### config.mk
export PLATFORM = sky130hd
export DESIGN_NAME = exec_core
export DESIGN_NICKNAME = d
export VERILOG_FILES = /design/src/mips_pkg.sv /design/src/instr_decode.sv /design/src/regfile.sv /design/src/alu_writeback.sv /design/src/exec_core.sv
export SDC_FILE = /design/constraint.sdc
export NUM_CORES = 2
export LEC_CHECK = 0
export BUFFER_PORTS_ARGS = -buffer_cell sky130_fd_sc_hd__buf_2
export CAP_MARGIN = 20
export CORE_ASPECT_RATIO = 0.7
export CORE_MARGIN = 2
export CORE_UTILIZATION = 50
export CTS_CLUSTER_SIZE = 10
export DETAILED_ROUTE_END_ITERATION = 10
export PLACE_DENSITY = 0.67
export SYNTH_ARGS = -nofsm -noshare
export SYNTH_HDL_FRONTEND = slang
export SYNTH_HIERARCHICAL = 1
export SYNTH_SLANG_ARGS = --single-unit
### constraint.sdc
create_clock -name clk -period 9.14 [get_ports clk]
set_input_delay 1.828 -clock clk [delete_from_list [all_inputs] [get_ports clk]]
set_output_delay 1.828 -clock clk [all_outputs]
set_load 0.005 [all_outputs]
### src/mips_pkg.sv
// MIPS execute definitions
`default_nettype none

package mips_pkg;

  // data word and register number
  typedef logic [31:0] word_t;
  typedef logic [4:0]  reg_addr_t;

  // ALU operation codes
  typedef logic [3:0] alu_op_t;

  localparam alu_op_t ALU_ADD  = 4'd0;
  localparam alu_op_t ALU_SUB  = 4'd1;
  localparam alu_op_t ALU_AND  = 4'd2;
  localparam alu_op_t ALU_OR   = 4'd3;
  localparam alu_op_t ALU_XOR  = 4'd4;
  localparam alu_op_t ALU_NOR  = 4'd5;
  localparam alu_op_t ALU_SLT  = 4'd6;
  localparam alu_op_t ALU_SLTU = 4'd7;
  // passes the already shifted immediate through
  localparam alu_op_t ALU_LUI  = 4'd8;

  // primary opcodes, instr[31:26]
  localparam logic [5:0] OP_RTYPE = 6'h00;
  localparam logic [5:0] OP_ADDIU = 6'h09;
  localparam logic [5:0] OP_SLTI  = 6'h0a;
  localparam logic [5:0] OP_ANDI  = 6'h0c;
  localparam logic [5:0] OP_ORI   = 6'h0d;
  localparam logic [5:0] OP_XORI  = 6'h0e;
  localparam logic [5:0] OP_LUI   = 6'h0f;

  // R-type funct field, instr[5:0]
  localparam logic [5:0] FN_ADDU = 6'h21;
  localparam logic [5:0] FN_SUBU = 6'h23;
  localparam logic [5:0] FN_AND  = 6'h24;
  localparam logic [5:0] FN_OR   = 6'h25;
  localparam logic [5:0] FN_XOR  = 6'h26;
  localparam logic [5:0] FN_NOR  = 6'h27;
  localparam logic [5:0] FN_SLT  = 6'h2a;
  localparam logic [5:0] FN_SLTU = 6'h2b;

  // decoder output, consumed by register file and ALU
  typedef struct packed {
    logic      valid;
    // low when the destination is $zero
    logic      write_en;
    alu_op_t   alu_op;
    reg_addr_t rs;
    reg_addr_t rt;
    reg_addr_t dest;
    logic      use_imm;
    // sign, zero or upper-half extended already
    word_t     imm;
  } decoded_op_t;

  // one register write, used for the write port and the wb output
  typedef struct packed {
    logic      valid;
    reg_addr_t addr;
    word_t     data;
  } wb_t;

endpackage

`default_nettype wire

### src/instr_decode.sv
// Instruction decoder
`timescale 1ns/1ps
`default_nettype none

module instr_decode (
  input  logic                  instr_valid,
  input  mips_pkg::word_t       instr,
  output mips_pkg::decoded_op_t decoded_op,
  output logic                  illegal
);

  import mips_pkg::*;

  // instruction fields
  logic [5:0]  opcode;
  logic [5:0]  funct;
  reg_addr_t   f_rs;
  reg_addr_t   f_rt;
  reg_addr_t   f_rd;
  logic [15:0] imm16;

  // per-opcode decode results
  logic      legal;
  alu_op_t   alu_op;
  reg_addr_t dest;
  logic      use_imm;
  word_t     imm;

  assign opcode = instr[31:26];
  assign f_rs   = instr[25:21];
  assign f_rt   = instr[20:16];
  assign f_rd   = instr[15:11];
  assign funct  = instr[5:0];
  assign imm16  = instr[15:0];

  always_comb begin
    // I-type defaults, rt is the destination
    legal   = 1'b1;
    alu_op  = ALU_ADD;
    dest    = f_rt;
    use_imm = 1'b1;
    imm     = '0;

    case (opcode)
      OP_RTYPE: begin
        dest    = f_rd;
        use_imm = 1'b0;
        case (funct)
          FN_ADDU: alu_op = ALU_ADD;
          FN_SUBU: alu_op = ALU_SUB;
          FN_AND:  alu_op = ALU_AND;
          FN_OR:   alu_op = ALU_OR;
          FN_XOR:  alu_op = ALU_XOR;
          FN_NOR:  alu_op = ALU_NOR;
          FN_SLT:  alu_op = ALU_SLT;
          FN_SLTU: alu_op = ALU_SLTU;
          default: legal  = 1'b0;
        endcase
      end
      OP_ADDIU: begin
        alu_op = ALU_ADD;
        imm    = {{16{imm16[15]}}, imm16};
      end
      OP_SLTI: begin
        alu_op = ALU_SLT;
        imm    = {{16{imm16[15]}}, imm16};
      end
      // logical immediates are zero extended
      OP_ANDI: begin
        alu_op = ALU_AND;
        imm    = {16'h0000, imm16};
      end
      OP_ORI: begin
        alu_op = ALU_OR;
        imm    = {16'h0000, imm16};
      end
      OP_XORI: begin
        alu_op = ALU_XOR;
        imm    = {16'h0000, imm16};
      end
      OP_LUI: begin
        alu_op = ALU_LUI;
        imm    = {imm16, 16'h0000};
      end
      default: legal = 1'b0;
    endcase
  end

  assign decoded_op.valid    = instr_valid & legal;
  assign decoded_op.write_en = (dest != '0);
  assign decoded_op.alu_op   = alu_op;
  assign decoded_op.rs       = f_rs;
  assign decoded_op.rt       = f_rt;
  assign decoded_op.dest     = dest;
  assign decoded_op.use_imm  = use_imm;
  assign decoded_op.imm      = imm;

  // only strobed words can be flagged
  assign illegal = instr_valid & ~legal;

endmodule

`default_nettype wire

### src/regfile.sv
// Integer register file
`timescale 1ns/1ps
`default_nettype none

module regfile (
  input  logic              clk,
  input  logic              reset,
  input  mips_pkg::reg_addr_t ra1,
  input  mips_pkg::reg_addr_t ra2,
  input  mips_pkg::wb_t     wr,
  output mips_pkg::word_t   rd1,
  output mips_pkg::word_t   rd2,
  output mips_pkg::word_t   reg_v0
);

  import mips_pkg::*;

  // $v0 lives at index 2
  localparam reg_addr_t V0_ADDR = 5'd2;

  word_t rf [32];

  // one write port, data lands on the rising edge
  always_ff @(posedge clk) begin
    if (reset) begin
      for (int i = 0; i < 32; i++) begin
        rf[i] <= '0;
      end
    end else if (wr.valid) begin
      rf[wr.addr] <= wr.data;
    end
  end

  // two combinational read ports
  // $zero reads as zero whatever the array holds
  assign rd1 = (ra1 != '0) ? rf[ra1] : '0;
  assign rd2 = (ra2 != '0) ? rf[ra2] : '0;

  // plain tap on the stored $v0
  assign reg_v0 = rf[V0_ADDR];

  // decoder must have suppressed writes to $zero before they get here
  a_no_zero_write : assert property (
    @(posedge clk) disable iff (reset)
    wr.valid |-> (wr.addr != '0)
  ) else $error("write port targeted register 0");

endmodule

`default_nettype wire

### src/alu_writeback.sv
// ALU and write-back stage
`timescale 1ns/1ps
`default_nettype none

module alu_writeback (
  input  logic                  clk,
  input  logic                  reset,
  input  mips_pkg::decoded_op_t op,
  input  logic                  illegal_in,
  input  mips_pkg::word_t       rd1,
  input  mips_pkg::word_t       rd2,
  output mips_pkg::wb_t         wr,
  output mips_pkg::wb_t         wb,
  output logic                  illegal
);

  import mips_pkg::*;

  word_t src_a;
  word_t src_b;
  word_t result;

  assign src_a = rd1;
  // immediate replaces rt for I-type words
  assign src_b = op.use_imm ? op.imm : rd2;

  always_comb begin
    case (op.alu_op)
      ALU_ADD:  result = src_a + src_b;
      ALU_SUB:  result = src_a - src_b;
      ALU_AND:  result = src_a & src_b;
      ALU_OR:   result = src_a | src_b;
      ALU_XOR:  result = src_a ^ src_b;
      ALU_NOR:  result = ~(src_a | src_b);
      ALU_SLT:  result = {31'd0, $signed(src_a) < $signed(src_b)};
      ALU_SLTU: result = {31'd0, src_a < src_b};
      ALU_LUI:  result = src_b;
      default:  result = '0;
    endcase
  end

  // write port record, same cycle as the strobe
  assign wr.valid = op.valid & op.write_en;
  assign wr.addr  = op.dest;
  assign wr.data  = result;

  // control flags are reset, the payload just follows
  always_ff @(posedge clk) begin
    if (reset) begin
      wb.valid <= 1'b0;
      illegal  <= 1'b0;
    end else begin
      wb.valid <= wr.valid;
      illegal  <= illegal_in;
    end
    wb.addr <= wr.addr;
    wb.data <= wr.data;
  end

  // a cycle carries either a write-back or an illegal pulse
  a_illegal_no_wb : assert property (
    @(posedge clk) disable iff (reset)
    !(wb.valid && illegal)
  ) else $error("write-back and illegal pulse in the same cycle");

endmodule

`default_nettype wire

### src/exec_core.sv
// Integer execute core
`timescale 1ns/1ps
`default_nettype none

module exec_core (
  input  logic            clk,
  input  logic            reset,
  input  logic            instr_valid,
  input  mips_pkg::word_t instr,
  output mips_pkg::wb_t   wb,
  output logic            illegal,
  output mips_pkg::word_t reg_v0
);

  import mips_pkg::*;

  decoded_op_t decoded_op;
  logic        dec_illegal;
  word_t       rd1;
  word_t       rd2;
  wb_t         wr;

  // fields and immediate, purely combinational
  instr_decode u_decode (
    .instr_valid (instr_valid),
    .instr       (instr),
    .decoded_op  (decoded_op),
    .illegal     (dec_illegal)
  );

  // operands read in the strobe cycle, result written at its edge
  regfile u_regfile (
    .clk    (clk),
    .reset  (reset),
    .ra1    (decoded_op.rs),
    .ra2    (decoded_op.rt),
    .wr     (wr),
    .rd1    (rd1),
    .rd2    (rd2),
    .reg_v0 (reg_v0)
  );

  // wb and illegal leave one cycle after the strobe
  alu_writeback u_alu (
    .clk        (clk),
    .reset      (reset),
    .op         (decoded_op),
    .illegal_in (dec_illegal),
    .rd1        (rd1),
    .rd2        (rd2),
    .wr         (wr),
    .wb         (wb),
    .illegal    (illegal)
  );

endmodule

`default_nettype wire

# Word level (Yosys, flattened, before mapping)
# Memory sizes are Yosys's and may differ from the RTL's.
# Index checks and enable logic that the tools add are counted.
[totals] latchBits=0 wordCells=67 rom_bits=0 memories=1 ram_bits=1024 reg_bits=39 inputBits=35
[memory_table] name="u_regfile.rf" words=32 width=32 rd=3 rd_ports_with_merged_regs=0 write_ports=32 line="regfile.sv:21" rtl="word_t rf [32];"
[op_classes] addsub=2 eq_ne=22 n_bitwise=8 reduce_logical=10 order_cmp=2 n_mux=18 n_shift=0 n_mul=0 div_mod_pow=0
[op_table] op="$pmux 32 s9" n=1
[op_table] op="$mux 32" n=4
[op_table] op="$pmux 32 s3" n=1
[op_table] op="$lt 32x32->1" n=2
[op_table] op="$eq 6x6->1 const B" n=8
[op_table] op="$eq 6x4->1 const B" n=6
[op_table] op="$add 32x32->32" n=1
[op_table] op="$and 32x32->32" n=1
[op_table] op="$not 32->32" n=1
[op_table] op="$or 32x32->32" n=1
[op_table] op="$reduce_or 32->1" n=1
[op_table] op="$sub 32x32->32" n=1
[op_table] op="$xor 32x32->32" n=1
[op_table] op="$pmux 4 s6" n=1
[op_table] op="$pmux 3 s7" n=1
[op_table] op="$eq 4x3->1 const B" n=4
[op_table] op="$reduce_bool 5->1" n=3
[op_table] op="$mux 5" n=2
[op_table] op="$eq 4x2->1 const B" n=2
[op_table] op="$reduce_or 8->1" n=1
[op_table] op="$mux 1" n=7
[op_table] op="$logic_not 6->1" n=1
[op_table] op="$reduce_or 6->1" n=1
[op_table] op="$eq 4x1->1 const B" n=1
[op_table] op="other kinds (7)" n=9

# Depth between registers and ports, before layout
[logic_depth] ltp_word=11 ltp_mapped=25 mapped_depth_nobuf=17

# By module
# The synthesis kept the hierarchy.
[modules_own_cells] mod="regfile" area_per_inst_um2=54410.9 n_inst=1 cells_per_inst=3542
[modules_own_cells] mod="alu_writeback" area_per_inst_um2=6635.1 n_inst=1 cells_per_inst=906
[modules_own_cells] mod="instr_decode" area_per_inst_um2=670.6 n_inst=1 cells_per_inst=91

# Least setup slack after synthesis
# Ideal clock, no wire load.
[synth_path] path_kind="input -> register" from="in instr[16]" to="mem u_regfile/rf[0][29] (netlist bit), data pin" path_buffers=4 t_required_ns=9.009 path_stages=21 slack_ns=2.507 setup_time_ns=0.131 arrival_time_ns=6.502 cell_sequence="buf_4 -> buf_6 -> buf_2 -> mux4_2 -> a22o_1 -> a2111oi_0 -> nor3_1 -> mux2_2 -> inv_1 -> ha_1 -> and2b_1 -> nand3_1 -> or4_1 -> o2111ai_1 -> a31oi_1 -> a211oi_2 -> nor3b_1 -> mux2_2 -> o221ai_1 -> clkbuf_1 -> and2_1"
[synth_rtl] item="start: declaration" line="exec_core.sv:9" rtl="input mips_pkg::word_t instr,"
[synth_rtl] item="end: declaration" line="regfile.sv:21"

==> impl_results.md <==
- Status: complete, no violations
- Inserted Clock Buffers: 117
- Final worst setup slack: 1.20 ns
- Ys flop type: edfxtp_1
- Most frequent cell after synthesis: and2_1
- Total power: 12.1 mW
- Power per cell area: about 180 nW/um2
- Setup bufs post-CTS: 0
- GP Congestion: ~0.94
- Max Fclk: between 100 and 150 MHz
- Placement Setup Slack: 0.750 ns
- Max-cap violations: 0
- Router iterations before antenna repair: 8
- Largest net degree at the start of global routing: 67
- Sequential fraction of the synthesis area: a little over 50%
- Min Clock Period, post-route: 7.94 ns
- ANT nets after route: 0
- CTS Sinks: roughly 1,100
- Post-Route Setup TNS: 0 ns
- IO Pins: 106
- CTS root buf: clkbuf_16
- Ys async rst share: 0%
- P_leak: 25.0 nW
- CP max FO: 33
- Drt total wl: 219 mm
- Hold WS: 1.58 ns
- GRT Residual Overflow: 0
- Setup crit start kind: primary input
- CTS H-tree lvls: 3
- Syn_nets: 4,673
- Slew margin rel.: 16.6%
- Post-synthesis register bit count: 1,063
- Kind of critical path: primary input to flip-flop
- Synth cell types: 101
- FP Rows: ~110
- Detailed placement HPWL: 142 mm
- Total number of vias: 43,458
- Final hold vios: 0
- Cells after Synth: 4,539
- Core Footprint: ~120,000 um2
- Vias in the first global route: 41,444
- Reg clk slew, reported paths: 0.06 ns
- 1st-iter DRT viols: between 7,000 and 8,000
- Worst Tran Pin Value: 1.22 ns
- CTS tree: yes
- Skew final: 0.0294 ns
- Synth top area share: about half
- Die height: about 300 um
- Longest Clk Path Bufs: 3
- First-pass GRT wire length: 310 mm
- Crit path arrival time: between 8 and 9 ns
- Mapped Area: about 62,000 um2
- YS warnings: 6
- CP endpoint kind: flip-flop
- Skew-Pair Late Insertion Delay: 0.76 ns
- Die width: 424 um
- Leading area contributor after synthesis: edfxtp_1
- Worst VDD drop: approximately 0.21 mV
- Worst hold path class: flip-flop to flip-flop
- Nets: 4,652
- Synth top cells by count: 1,047 x and2_1, 1,024 x edfxtp_1, 466 x mux4_2, 315 x clkbuf_1, 168 x mux2i_1
- Synth top area cells: edfxtp_1 50%, mux4_2 17%, and2_1 11%
- Avg Inst Size Synth: roughly 14 um2
- Fillers: 9,737
- Unrepaired setup endpoints after global routing: false
- Worst Path Required: 9.64 ns
- Hold Buf Count CTS: 0
- DRC Markers: 0
- DR WL/cell: about 35 um
- Period utilization: between 80% and 90%
- Die ar.: 126,000 um2
- Design Area, Final: 67,900 um2
- Post-synth EDFFs: 1,024
- Initial antenna violation count: 13
- Initial Util: between 50% and 60%
- I/O Buffers: 105
- P&R area growth vs syn: 10.0%
- DP Area: ~64,000 um2
- # setup viols final: 0
- Cts repair resizes: 0
- Total GRT Usage: roughly 34%
- Layout cells sized above 1: 24.3%
- Via-to-Cell Ratio: 6.95
- Slew Viols, Final: 0
## power by group
group          switching, mW  internal, mW  total, mW
Combinational           1.29         0.695       1.98
Sequential             0.137          5.52       5.66
Clock                   2.01          2.46       4.46
Total                   3.43          8.67       12.1
## cells in the final DEF, fill, tap and decap left out, types with 11 or more instances in the layout
cell / n
inv_1: 93
o211ai_1: 14
nor4_1: 11
a22o_1: 51
a21oi_1: 71
nor3_1: 66
nand2b_1: 20
clkbuf_16: 118
a211oi_1: 14
a21o_1: 30
o21bai_1: 11
mux4_2: 466
mux2_2: 69
nor2b_1: 27
buf_4: 198
buf_12: 19
buf_2: 99
edfxtp_1: 1024
a2111oi_0: 57
dfxtp_1: 39
nor2_2: 15
nor2_1: 89
nand3_1: 19
or2_2: 35
a22oi_1: 24
o22ai_1: 112
nor2_4: 21
nand2_1: 77
ha_1: 97
and2_1: 1046
o21ai_0: 66
clkbuf_1: 88
a221oi_1: 36
mux2i_1: 168
o21ai_2: 11
## area by class of cell
cell class              instances  area [um2]  share of cell area, %
repair buffers                327        2540                   3.74
multi-input cells            2912       28000                   41.2
clock inverters                 8         133                  0.195
diodes                          4        10.0                 0.0147
inverters                      97         367                  0.540
well taps                    1635        2050                   3.01
clock buffers                 208        3310                   4.88
flip-flops and latches       1063       31500                   46.4
## worst paths after layout
check / from / endpoint / slack, ns / depth (start not counted)
max: instr[19] / u_regfile/rf[16][31] / 1.20 / 20
min reg2reg: u_regfile/rf[1][1] / u_alu/wb[1] / 1.58 / 7
min: u_regfile/rf[1][1] / u_alu/wb[1] / 1.58 / 7
max reg2reg: u_regfile/rf[2][2] / u_regfile/rf[16][31] / 2.75 / 18
## flip-flops by register name, summed over array words and instances (netlist names)
register       cells
u_alu/wb          38
u_alu/illegal      1
u_regfile/rf    1024
## metrics by stage
step	cells	util [%]
5_1_grt	6252	55.6
4_1_cts	6245	55.5
3_5_place_dp	6029	52.7
3_3_place_gp	6026	52.7
6_report	6254	55.6
2_1_floorplan	4539	-
## layer usage
metal | GRT usage (%) | routed length [um] | up-vias
li1 | - | - | 17301
met1 | 50.4 | 84700 | 21912
met2 | 47.0 | 89800 | 3726
met3 | 12.0 | 35600 | 513
met4 | 12.7 | 9170 | 6
met5 | 0 | 38 | -
## worst max-delay path: stages
cell	delay [ns]
buf_2	0.53
or3b_2	0.72
buf_4	0.36
buf_4	0.26
o22ai_1	0.11
a2111oi_0	1.05
nor3_1	0.13
mux2_2	0.39
inv_1	0.10
ha_1	0.26
nand3_1	0.20
or4_1	0.48
o2111ai_1	0.37
a31oi_1	0.30
nand2b_1	0.24
a311oi_1	0.37
a21o_1	0.16
o31ai_4	0.08
buf_4	0.25
and2_1	0.18
## kinds of logic (layout without fill, tap and decap cells)
logic type / after synthesis / count (layout) / synth area share (%)
AND/OR/NAND/NOR: 1494 / 1494 / 14.3
XOR/XNOR: 11 / 11 / 0.156
multiplexers: 703 / 703 / 21.0
adder cells (fa/ha/maj): 99 / 99 / 2.03
buffers and inverters: 564 / 640 / 4.20
other: 0 / 4 / 0
flip-flops: 1063 / 1063 / 51.1
AO/OA/AOI/OAI: 605 / 605 / 7.23
Power figures use the tool's default switching activity.
